$ cat src/logic/hal_pkg.sv
`default_nettype none

package hal_pkg;

	////////////////////////////////////////
	// Widths with a meaning
	////////////////////////////////////////

	typedef logic [11:0] dim_t;
	typedef logic [15:0] sample_t;
	typedef logic [16:0] wide_sample_t;
	typedef logic [15:0] host_word_t;
	typedef logic [7:0]  cmd_t;
	typedef logic [7:0]  aspect_t;
	// Bit 4 mutes, bits 3:0 are the right shift
	typedef logic [4:0]  att_t;
	typedef logic [1:0]  mix_t;

	typedef enum logic [2:0] {
		WIN_IDLE,
		WIN_CALC,
		WIN_WAIT,
		WIN_CLAMP,
		WIN_PLACE
	} win_state_t;

	////////////////////////////////////////
	// Host commands and addresses
	////////////////////////////////////////

	localparam cmd_t CMD_TIMING = 8'h20;
	localparam cmd_t CMD_LED    = 8'h25;
	localparam cmd_t CMD_VOLUME = 8'h26;
	localparam cmd_t CMD_VSET   = 8'h27;

	localparam logic ADR_CMD  = 1'b0;
	localparam logic ADR_DATA = 1'b1;

	localparam logic [1:0] IO_VERSION = 2'd1;

	// Power-on video timing
	localparam dim_t DEFAULT_WIDTH  = 12'd1920;
	localparam dim_t DEFAULT_HEIGHT = 12'd1080;

	// Front panel and window timing
	localparam int DEBOUNCE_TICK = 1000;
	localparam int DEBOUNCE_LEN  = 8;
	localparam int WIN_CALC_WAIT = 5;

endpackage

`default_nettype wire
$ cat src/logic/hal_top.sv
`default_nettype none

module hal_top (
	input  wire                      clk_sys,
	input  wire                      resetd,

	// Host port
	input  wire                      i_wb_cyc,
	input  wire                      i_wb_stb,
	input  wire                      i_wb_we,
	input  wire                      i_wb_adr,
	input  wire hal_pkg::host_word_t i_wb_dat,
	output wire hal_pkg::host_word_t o_wb_dat,
	output wire                      o_wb_ack,

	// Front panel
	input  wire                      i_btn_user_raw,
	input  wire                      i_btn_osd_raw,
	input  wire                      i_led_user,
	input  wire [1:0]                i_led_power,
	input  wire [1:0]                i_led_disk,
	input  wire                      i_pll_locked,
	output wire [7:0]                o_led,
	output wire                      o_btn_user,
	output wire                      o_btn_osd,

	// Video window
	input  wire hal_pkg::aspect_t    i_arx,
	input  wire hal_pkg::aspect_t    i_ary,
	input  wire                      i_shrink,
	output wire hal_pkg::dim_t       o_hmin,
	output wire hal_pkg::dim_t       o_hmax,
	output wire hal_pkg::dim_t       o_vmin,
	output wire hal_pkg::dim_t       o_vmax,

	// Audio
	input  wire hal_pkg::sample_t    i_core_l,
	input  wire hal_pkg::sample_t    i_core_r,
	input  wire hal_pkg::sample_t    i_linux_l,
	input  wire hal_pkg::sample_t    i_linux_r,
	input  wire                      i_audio_signed,
	input  wire hal_pkg::mix_t       i_audio_mix,
	output wire hal_pkg::sample_t    o_audio_l,
	output wire hal_pkg::sample_t    o_audio_r
);

	wire hal_pkg::dim_t    width;
	wire hal_pkg::dim_t    height;
	wire hal_pkg::dim_t    vset;
	wire hal_pkg::att_t    att;
	wire [7:0]             led_overtake;
	wire [7:0]             led_state;
	wire hal_pkg::sample_t pre_l;
	wire hal_pkg::sample_t pre_r;

	host_cmd_ctrl host_cmd_ctrl_i (
		.clk_sys        (clk_sys),
		.resetd         (resetd),
		.i_wb_cyc       (i_wb_cyc),
		.i_wb_stb       (i_wb_stb),
		.i_wb_we        (i_wb_we),
		.i_wb_adr       (i_wb_adr),
		.i_wb_dat       (i_wb_dat),
		.o_wb_dat       (o_wb_dat),
		.o_wb_ack       (o_wb_ack),
		.i_btn_user     (o_btn_user),
		.i_btn_osd      (o_btn_osd),
		.o_width        (width),
		.o_height       (height),
		.o_vset         (vset),
		.o_att          (att),
		.o_led_overtake (led_overtake),
		.o_led_state    (led_state)
	);

	////////////////////////////////////////
	// Audio, left and right crossfeed each other
	////////////////////////////////////////

	audio_mix audio_mix_l (
		.clk_sys   (clk_sys),
		.resetd    (resetd),
		.i_att     (att),
		.i_mix     (i_audio_mix),
		.i_signed  (i_audio_signed),
		.i_core    (i_core_l),
		.i_linux   (i_linux_l),
		.i_pre_in  (pre_r),
		.o_pre_out (pre_l),
		.o_out     (o_audio_l)
	);

	audio_mix audio_mix_r (
		.clk_sys   (clk_sys),
		.resetd    (resetd),
		.i_att     (att),
		.i_mix     (i_audio_mix),
		.i_signed  (i_audio_signed),
		.i_core    (i_core_r),
		.i_linux   (i_linux_r),
		.i_pre_in  (pre_l),
		.o_pre_out (pre_r),
		.o_out     (o_audio_r)
	);

	video_window video_window_i (
		.clk_sys  (clk_sys),
		.resetd   (resetd),
		.i_width  (width),
		.i_height (height),
		.i_vset   (vset),
		.i_arx    (i_arx),
		.i_ary    (i_ary),
		.i_shrink (i_shrink),
		.o_hmin   (o_hmin),
		.o_hmax   (o_hmax),
		.o_vmin   (o_vmin),
		.o_vmax   (o_vmax)
	);

	front_panel front_panel_i (
		.clk_sys        (clk_sys),
		.resetd         (resetd),
		.i_btn_user_raw (i_btn_user_raw),
		.i_btn_osd_raw  (i_btn_osd_raw),
		.i_led_overtake (led_overtake),
		.i_led_state    (led_state),
		.i_led_user     (i_led_user),
		.i_led_power    (i_led_power),
		.i_led_disk     (i_led_disk),
		.i_pll_locked   (i_pll_locked),
		.o_btn_user     (o_btn_user),
		.o_btn_osd      (o_btn_osd),
		.o_led          (o_led)
	);

endmodule

`default_nettype wire

$ cat src/logic/front_panel.sv
`default_nettype none

module front_panel (
	input  wire        clk_sys,
	input  wire        resetd,

	input  wire        i_btn_user_raw,
	input  wire        i_btn_osd_raw,

	input  wire [7:0]  i_led_overtake,
	input  wire [7:0]  i_led_state,
	input  wire        i_led_user,
	input  wire [1:0]  i_led_power,
	input  wire [1:0]  i_led_disk,
	input  wire        i_pll_locked,

	output logic       o_btn_user,
	output logic       o_btn_osd,
	output logic [7:0] o_led
);

	logic [$clog2(hal_pkg::DEBOUNCE_TICK)-1:0] tick_cnt;
	logic                                      tick;
	logic [1:0]                                raw_s1;
	logic [1:0]                                raw_s2;
	logic [1:0][hal_pkg::DEBOUNCE_LEN-1:0]     hist;
	logic [1:0][hal_pkg::DEBOUNCE_LEN-1:0]     hist_next;
	logic [1:0]                                btn;
	logic                                      led_p;
	logic                                      led_d;
	logic                                      led_u;
	logic [7:0]                                status;

	////////////////////////////////////////
	// Buttons, index 0 user and 1 OSD
	////////////////////////////////////////

	assign tick = (32'(tick_cnt) == hal_pkg::DEBOUNCE_TICK - 1);

	always_comb begin
		for (int b = 0; b < 2; b++) begin
			hist_next[b] = {hist[b][hal_pkg::DEBOUNCE_LEN-2:0], raw_s2[b]};
		end
	end

	always_ff @(posedge clk_sys) begin
		if (resetd) begin
			tick_cnt <= '0;
			raw_s1   <= '0;
			raw_s2   <= '0;
			hist     <= '0;
			btn      <= '0;
		end else begin
			raw_s1   <= {i_btn_osd_raw, i_btn_user_raw};
			raw_s2   <= raw_s1;
			tick_cnt <= tick ? '0 : tick_cnt + 1'b1;
			if (tick) begin
				hist <= hist_next;
				for (int b = 0; b < 2; b++) begin
					// Change only on a full run of equal samples
					if (&hist_next[b]) begin
						btn[b] <= 1'b1;
					end
					if (~|hist_next[b]) begin
						btn[b] <= 1'b0;
					end
				end
			end
		end
	end

	assign o_btn_user = btn[0];
	assign o_btn_osd  = btn[1];

	////////////////////////////////////////
	// LEDs
	////////////////////////////////////////

	assign led_p = i_led_power[1] ? ~i_led_power[0] : 1'b0;
	// Disk follows bit 0 in both modes
	assign led_d = ~i_led_disk[0];
	assign led_u = ~i_led_user;

	assign status = {1'b0, i_pll_locked, 1'b0, ~led_p, 1'b0, ~led_d, 1'b0, ~led_u};

	// Host overtake per bit
	assign o_led = (i_led_overtake & i_led_state) | (~i_led_overtake & status);

endmodule

`default_nettype wire

$ cat src/logic/video_window.sv
`default_nettype none

module video_window (
	input  wire                   clk_sys,
	input  wire                   resetd,

	input  wire hal_pkg::dim_t    i_width,
	input  wire hal_pkg::dim_t    i_height,
	input  wire hal_pkg::dim_t    i_vset,
	input  wire hal_pkg::aspect_t i_arx,
	input  wire hal_pkg::aspect_t i_ary,
	input  wire                   i_shrink,

	output hal_pkg::dim_t         o_hmin,
	output hal_pkg::dim_t         o_hmax,
	output hal_pkg::dim_t         o_vmin,
	output hal_pkg::dim_t         o_vmax
);

	hal_pkg::win_state_t state;
	logic [2:0]          wait_cnt;

	hal_pkg::dim_t       wid_q;
	hal_pkg::dim_t       hgt_q;
	hal_pkg::dim_t       vset_q;
	hal_pkg::aspect_t    arx_q;
	hal_pkg::aspect_t    ary_q;
	logic                shrink_q;

	logic [19:0]         w_num;
	logic [19:0]         h_num;
	logic [19:0]         w_quot;
	logic [19:0]         h_quot;
	hal_pkg::dim_t       tgt_w;
	hal_pkg::dim_t       tgt_h;
	hal_pkg::dim_t       videow;
	hal_pkg::dim_t       videoh;
	hal_pkg::dim_t       hofs;
	hal_pkg::dim_t       vofs;

	// Dividers get WIN_CALC_WAIT cycles to settle
	assign w_quot = w_num / ary_q;
	assign h_quot = h_num / arx_q;

	always_comb begin
		tgt_w = w_quot[11:0];
		if (vset_q == '0 && w_quot > {8'd0, wid_q}) begin
			tgt_w = wid_q;
		end
		tgt_h = vset_q;
		if (vset_q == '0) begin
			tgt_h = (h_quot > {8'd0, hgt_q}) ? hgt_q : h_quot[11:0];
		end
	end

	assign hofs = (wid_q - videow) >> 1;
	assign vofs = (hgt_q - videoh) >> 1;

	// Operand snapshot and intermediate results
	always_ff @(posedge clk_sys) begin
		if (state == hal_pkg::WIN_IDLE) begin
			wid_q    <= i_width;
			hgt_q    <= i_height;
			vset_q   <= i_vset;
			arx_q    <= i_arx;
			ary_q    <= i_ary;
			shrink_q <= i_shrink;
		end
		if (state == hal_pkg::WIN_CALC) begin
			w_num <= ((vset_q != '0) ? vset_q : hgt_q) * arx_q;
			h_num <= wid_q * ary_q;
		end
		if (state == hal_pkg::WIN_CLAMP) begin
			videow <= shrink_q ? (tgt_w >> 1) : tgt_w;
			videoh <= shrink_q ? (tgt_h >> 1) : tgt_h;
		end
	end

	always_ff @(posedge clk_sys) begin
		if (resetd) begin
			state    <= hal_pkg::WIN_IDLE;
			wait_cnt <= '0;
			o_hmin   <= '0;
			o_hmax   <= '0;
			o_vmin   <= '0;
			o_vmax   <= '0;
		end else begin
			case (state)
				hal_pkg::WIN_IDLE: begin
					if (i_arx == '0 || i_ary == '0) begin
						// Full frame
						o_hmin <= '0;
						o_hmax <= i_width - 1'b1;
						o_vmin <= '0;
						o_vmax <= i_height - 1'b1;
					end else begin
						state <= hal_pkg::WIN_CALC;
					end
				end
				hal_pkg::WIN_CALC: begin
					wait_cnt <= '0;
					state    <= hal_pkg::WIN_WAIT;
				end
				hal_pkg::WIN_WAIT: begin
					wait_cnt <= wait_cnt + 1'b1;
					if (wait_cnt == 3'(hal_pkg::WIN_CALC_WAIT - 1)) begin
						state <= hal_pkg::WIN_CLAMP;
					end
				end
				hal_pkg::WIN_CLAMP: state <= hal_pkg::WIN_PLACE;
				hal_pkg::WIN_PLACE: begin
					// Center the target
					o_hmin <= hofs;
					o_hmax <= hofs + videow - 1'b1;
					o_vmin <= vofs;
					o_vmax <= vofs + videoh - 1'b1;
					state  <= hal_pkg::WIN_IDLE;
				end
				default: state <= hal_pkg::WIN_IDLE;
			endcase
		end
	end

	a_window_ordered: assert property (
		@(posedge clk_sys) disable iff (resetd)
		(state == hal_pkg::WIN_IDLE) |-> (o_hmin <= o_hmax && o_vmin <= o_vmax)
	);

endmodule

`default_nettype wire

$ cat src/logic/audio_mix.sv
`default_nettype none

module audio_mix (
	input  wire                   clk_sys,
	input  wire                   resetd,

	input  wire hal_pkg::att_t    i_att,
	input  wire hal_pkg::mix_t    i_mix,
	input  wire                   i_signed,

	input  wire hal_pkg::sample_t i_core,
	input  wire hal_pkg::sample_t i_linux,
	input  wire hal_pkg::sample_t i_pre_in,

	output hal_pkg::sample_t      o_pre_out,
	output hal_pkg::sample_t      o_out
);

	hal_pkg::sample_t      core_d1;
	hal_pkg::sample_t      core_d2;
	hal_pkg::sample_t      core_ok;
	hal_pkg::wide_sample_t core_ext;
	hal_pkg::wide_sample_t sum;
	hal_pkg::wide_sample_t mixed;
	hal_pkg::wide_sample_t atten;

	// Unsigned samples are halved so they fit as positive values
	assign core_ext = i_signed ? {core_ok[15], core_ok} : {2'b00, core_ok[15:1]};

	always_ff @(posedge clk_sys) begin
		if (resetd) begin
			core_d1   <= '0;
			core_d2   <= '0;
			core_ok   <= '0;
			sum       <= '0;
			mixed     <= '0;
			atten     <= '0;
			o_pre_out <= '0;
			o_out     <= '0;
		end else begin
			// Deglitch
			core_d1 <= i_core;
			core_d2 <= core_d1;
			if (core_d1 == core_d2) begin
				core_ok <= core_d1;
			end

			// Core plus linux
			sum       <= core_ext + {i_linux[15], i_linux};
			o_pre_out <= sum[16:1];

			// Crossfeed, other channel arrives at half scale on i_pre_in
			case (i_mix)
				2'd0: mixed <= sum;
				2'd1: mixed <= sum - {{3{sum[16]}}, sum[16:3]}
					+ {{3{i_pre_in[15]}}, i_pre_in[15:2]};
				2'd2: mixed <= sum - {{2{sum[16]}}, sum[16:2]}
					+ {{2{i_pre_in[15]}}, i_pre_in[15:1]};
				default: mixed <= {sum[16], sum[16:1]} + {i_pre_in[15], i_pre_in};
			endcase

			// Volume
			if (i_att[4]) begin
				atten <= '0;
			end else begin
				atten <= $signed(mixed) >>> i_att[3:0];
			end

			// Saturate back to 16 bits
			if (atten[16] ^ atten[15]) begin
				o_out <= {atten[16], {15{~atten[16]}}};
			end else begin
				o_out <= atten[15:0];
			end
		end
	end

endmodule

`default_nettype wire

$ cat src/logic/host_cmd_ctrl.sv
`default_nettype none

module host_cmd_ctrl (
	input  wire                      clk_sys,
	input  wire                      resetd,

	input  wire                      i_wb_cyc,
	input  wire                      i_wb_stb,
	input  wire                      i_wb_we,
	input  wire                      i_wb_adr,
	input  wire hal_pkg::host_word_t i_wb_dat,
	output hal_pkg::host_word_t      o_wb_dat,
	output logic                     o_wb_ack,

	input  wire                      i_btn_user,
	input  wire                      i_btn_osd,

	output hal_pkg::dim_t            o_width,
	output hal_pkg::dim_t            o_height,
	output hal_pkg::dim_t            o_vset,
	output hal_pkg::att_t            o_att,
	output logic [7:0]               o_led_overtake,
	output logic [7:0]               o_led_state
);

	logic                wb_req;
	logic                wr_cmd;
	logic                wr_data;
	hal_pkg::cmd_t       cmd;
	logic [3:0]          word_cnt;
	hal_pkg::host_word_t status;

	// New request when the bus is asserted and not yet acknowledged
	assign wb_req  = i_wb_cyc & i_wb_stb & ~o_wb_ack;
	assign wr_cmd  = wb_req & i_wb_we & (i_wb_adr == hal_pkg::ADR_CMD);
	assign wr_data = wb_req & i_wb_we & (i_wb_adr == hal_pkg::ADR_DATA);

	assign status = {i_btn_user, i_btn_osd, 4'd0, hal_pkg::IO_VERSION, 8'd0};

	////////////////////////////////////////
	// Wishbone handshake
	////////////////////////////////////////

	// Single-cycle ack
	always_ff @(posedge clk_sys) begin
		if (resetd) begin
			o_wb_ack <= 1'b0;
		end else begin
			o_wb_ack <= wb_req;
		end
	end

	// Read data goes out together with ack
	always_ff @(posedge clk_sys) begin
		if (wb_req && !i_wb_we) begin
			if (i_wb_adr == hal_pkg::ADR_CMD) begin
				o_wb_dat <= status;
			end else begin
				o_wb_dat <= '0;
			end
		end
	end

	////////////////////////////////////////
	// Command byte and word counter
	////////////////////////////////////////

	always_ff @(posedge clk_sys) begin
		if (resetd) begin
			cmd      <= '0;
			word_cnt <= '0;
		end else if (wr_cmd) begin
			cmd      <= i_wb_dat[7:0];
			word_cnt <= '0;
		end else if (wr_data && word_cnt != 4'd8) begin
			// Stops at 8 so trailing words fall through
			word_cnt <= word_cnt + 1'b1;
		end
	end

	////////////////////////////////////////
	// Host-set registers
	////////////////////////////////////////

	always_ff @(posedge clk_sys) begin
		if (resetd) begin
			o_width        <= hal_pkg::DEFAULT_WIDTH;
			o_height       <= hal_pkg::DEFAULT_HEIGHT;
			o_vset         <= '0;
			o_att          <= '0;
			o_led_overtake <= '0;
			o_led_state    <= '0;
		end else if (wr_data) begin
			case (cmd)
				hal_pkg::CMD_TIMING: begin
					// Only active width and height are kept
					if (word_cnt == 4'd0) begin
						o_width <= i_wb_dat[11:0];
					end
					if (word_cnt == 4'd4) begin
						o_height <= i_wb_dat[11:0];
					end
				end
				hal_pkg::CMD_LED: begin
					o_led_overtake <= i_wb_dat[15:8];
					o_led_state    <= i_wb_dat[7:0];
				end
				hal_pkg::CMD_VOLUME: o_att <= i_wb_dat[4:0];
				hal_pkg::CMD_VSET:   o_vset <= i_wb_dat[11:0];
				default: ;
			endcase
		end
	end

	// Host keeps the request up until it is acknowledged
	a_req_held: assert property (
		@(posedge clk_sys) disable iff (resetd)
		(i_wb_cyc && i_wb_stb && !o_wb_ack) |=> (i_wb_cyc && i_wb_stb)
	);

endmodule

`default_nettype wire

$ cat config.mk
export PLATFORM = sky130hd
export DESIGN_NAME = hal_top
export DESIGN_NICKNAME = d
export VERILOG_FILES = /design/src/logic/hal_pkg.sv /design/src/logic/hal_top.sv /design/src/logic/front_panel.sv /design/src/logic/video_window.sv /design/src/logic/audio_mix.sv /design/src/logic/host_cmd_ctrl.sv
export SDC_FILE = /design/constraint.sdc
export NUM_CORES = 2
export LEC_CHECK = 0
export ABC_AREA = 1
export BUFFER_PORTS_ARGS = -buffer_cell sky130_fd_sc_hd__buf_2
export CELL_PAD_IN_SITES_DETAIL_PLACEMENT = 0
export CELL_PAD_IN_SITES_GLOBAL_PLACEMENT = 1
export CORE_MARGIN = 2
export CORE_UTILIZATION = 47
export CTS_CLUSTER_DIAMETER = 100
export DETAILED_ROUTE_END_ITERATION = 16
export HOLD_SLACK_MARGIN = 0.12
export PLACE_DENSITY_LB_ADDON = 0.2
export SYNTH_ARGS = -nofsm -noshare
export SYNTH_HDL_FRONTEND = slang
export SYNTH_HIERARCHICAL = 1
export SYNTH_SLANG_ARGS = --single-unit
$ cat constraint.sdc
create_clock -name clk_sys -period 50.9 [get_ports clk_sys]
set_input_delay 5.09 -clock clk_sys [delete_from_list [all_inputs] [get_ports clk_sys]]
set_output_delay 5.09 -clock clk_sys [all_outputs]
set_load 0.01 [all_outputs]
==> qor.csv <==
metric;value;unit
outcome;finished, final reports clean;
cp_max_fo;21;
dp_worst_setup_slack;5.35;ns
grtUsageTotal;0.249;
final_util;0.511;
drc_errors;0;
fillers;12400;
drive_gt1_frac;0.0954;
synth-main-ff-cell;dfxtp_1;
synth_cells;8352;
path_delay_family;simple AND/OR/NAND/NOR gates;
rows;127;
min_from;front_panel_i/raw_s1[0]$_SDFF_PP0_;
ys_seq_area_frac;0.210;
layout_commonest_cell;nand2_1;
grt_first_pass_wirelength;251000;µm
port_buffers;204;
r2r-start;video_window_i/ary_q[3]$_DFFE_PP_;
firstDrtPassIters;5;
fin_nets;9346;
avgRoutedWirePerCell;15.3;µm
start_util;0.473;
root_buffer;clkbuf_16;
min_path_type;flip-flop to flip-flop;
hpwl;123000;µm
cts_tree;built;
synth_cell_types;86;
required;51.22;ns
antenna_cells;0;
muxShareOfSynthArea;0.00201;
cpMaxStageDelayCell;o21ai_0;
htree_levels;3;
fmax;0.0219;GHz
synth_compound_area_frac;0.122;
vias;51200;
drtIter0Drc;2611;
finalSetupViolations;0;
crit_cells;273;
cts.clk_slew.worst_paths;0.06;ns
synth_seq_cells;534;
vias_per_cell;5.06;
clk_latency;0.67;ns
cts_buffers;67;
min_period;45.74;ns
cp-start-kind;flip-flop;
min_to;front_panel_i/raw_s2[0]$_SDFF_PP0_;
r2r_cells;273;
rrSetupSlack;5.16;ns
critPathKind;flip-flop to flip-flop;
avgSynthCellArea;6.78;µm²
synthAdderAreaFrac;0.199;
synthXorXnorAreaFrac;0.0456;
yosys.area_share.simple;0.300;
clkSinkCount;534;
antenna_found_initial;2;
drv_slew;0;
critPathArrivalTime;46.07;ns
dieArea;123000;µm²
grt_pass1_vias;48900;
wl;154000;µm
clk_path_buf_depth;3;
final_cell_mix;1944 x nand2_1, 1429 x inv_1, 760 x nor2_1;
gr-usage-met3;0.0374;
timing.rr.end;video_window_i/videow[10]$_DFFE_PP_;
ys_warn_count;6;
ios;221;
slew-limit-headroom;0.280;
synth-edff-count;120;
gr-usage-met2;0.431;
grt_max_degree;69;
fin_skew;0.0467;ns
synthToLayoutAreaGrowth;8.08;%
top_usage_layer;met2;
hold_depth;2;
met1_usage;0.328;
max_cap_viol_count;0;
worst_setup_path_end_kind;flip-flop;
worst_pin_slew;1.08;ns
cpMostUsedCell;nand2_1;
final_cells;10100;
critical-path-max-stage-delay;0.68;ns
async_flop_share;0;
finalCritPeriodShare;0.899;
die_h;351;µm
path_buf_inv;43;
setup-tns-final;0;ns
hold_buffers;0;
die_w;351;µm
synth_top_family_by_area;simple AND/OR/NAND/NOR gates;
dp_cells;9985;
place.gp.congestion;0.890;
layout_setup_ws;5.16;ns
ant_nets;0;
grt-ovfl-total;0;
hold_violations;0;
syn_area;56700;µm²
rsz0062_at_grt;false;
core_area;120000;µm²
## metrics by stage
stage / area, µm² / hold WS (ns)
after floorplan: 56700 / 0.388
after global placement: 58800 / 0.399
after detailed placement: 58800 / 0.398
after CTS: 61200 / 0.410
after global routing: 61200 / 0.430
final: 61200 / 0.405
## logic make-up after synthesis
family                     count (synthesis)
AOI/OAI and AO/OA                       1232
xor gates and xnor gates                 294
adders and majority gates                789
buffers and inverters                   1727
DFF                                      534
muxes                                     11
other                                      2
and+or+nand+nor                         3763
## worst max path at each step
stage / startpoint / slack, ns / end
after floorplan: video_window_i/arx_q[0]$_DFFE_PP_ / 12.14 / video_window_i/videoh[4]$_DFFE_PP_
after global placement: video_window_i/ary_q[0]$_DFFE_PP_ / 6.18 / video_window_i/videow[3]$_DFFE_PP_
after detailed placement: video_window_i/ary_q[0]$_DFFE_PP_ / 5.35 / video_window_i/videow[3]$_DFFE_PP_
after CTS: video_window_i/ary_q[0]$_DFFE_PP_ / 5.08 / video_window_i/videow[10]$_DFFE_PP_
after global routing: video_window_i/ary_q[3]$_DFFE_PP_ / 0.17 / video_window_i/videow[3]$_DFFE_PP_
final: video_window_i/ary_q[3]$_DFFE_PP_ / 5.16 / video_window_i/videow[10]$_DFFE_PP_
## what timing repair did
action / CTS / global route
setup buffers: 0 / 1
gates resized for setup: 0 / 0
setup endpoints to repair: 0 / 1
## Yosys cell counts (all sizes together) (38+ instances only)
cell    instances  area, µm²
nand3b         38        285
xor2          175       1540
ha            601       7520
nor3           73        414
buf            86        623
nand4         130        856
nor2          832       3470
dfxtp         414       8290
xnor2         119       1040
edfxtp        120       3600
fa            188       3760
a21oi         530       2750
o21bai         50        409
or2            76        475
nand3         503       2980
o21ai         489       2510
nand2        2069       8220
a21o           47        360
inv          1489       5610
clkbuf        140        577
## worst reg2reg max path: cells and delay by family, from the launching register on
family                   cells  cell delay [ns]
buffers and inverters       43             6.23
AO/OA/AOI/OAI               80            15.71
AND/OR/NAND/NOR            130            16.44
flip-flops                   1             0.66
adder cells (fa/ha/maj)     20             6.42
## sequential cells by signal (all words and copies together) (netlist names), 14 cells and up
name / count
video_window_i/w_num: 20
audio_mix_r/atten: 17
audio_mix_r/o_pre_out: 16
audio_mix_l/core_d2: 16
audio_mix_l/mixed: 17
audio_mix_l/core_d1: 16
audio_mix_l/core_ok: 16
audio_mix_r/sum: 17
audio_mix_l/atten: 17
audio_mix_l/o_pre_out: 16
audio_mix_r/core_d1: 16
audio_mix_r/o_out: 16
audio_mix_l/o_out: 16
audio_mix_r/mixed: 17
audio_mix_l/sum: 17
audio_mix_r/core_d2: 16
video_window_i/h_num: 20
audio_mix_r/core_ok: 16
front_panel_i/hist: 14
## cell type report
type	instances	area, µm²	area share
Tap cell	1612	2020	0.0329
Multi-Input combinational cell	6104	38000	0.620
Clock inverter	42	619	0.0101
Inverter	1498	5640	0.0921
Timing Repair Buffer	238	1280	0.0210
Clock buffer	82	1800	0.0295
Sequential cell	534	11900	0.194
## metal layers
layer,vias to the layer above,part of all wire,routed length [µm]
met4,2,0.018,2810
met1,23500,0.47,72500
met2,810,0.47,72300
met3,175,0.044,6850
met5,-,0.000084,13
li1,26700,-,-
Power is not shown: default switching activity piles up to over one toggle a cycle in this logic, so the estimate is an artifact.
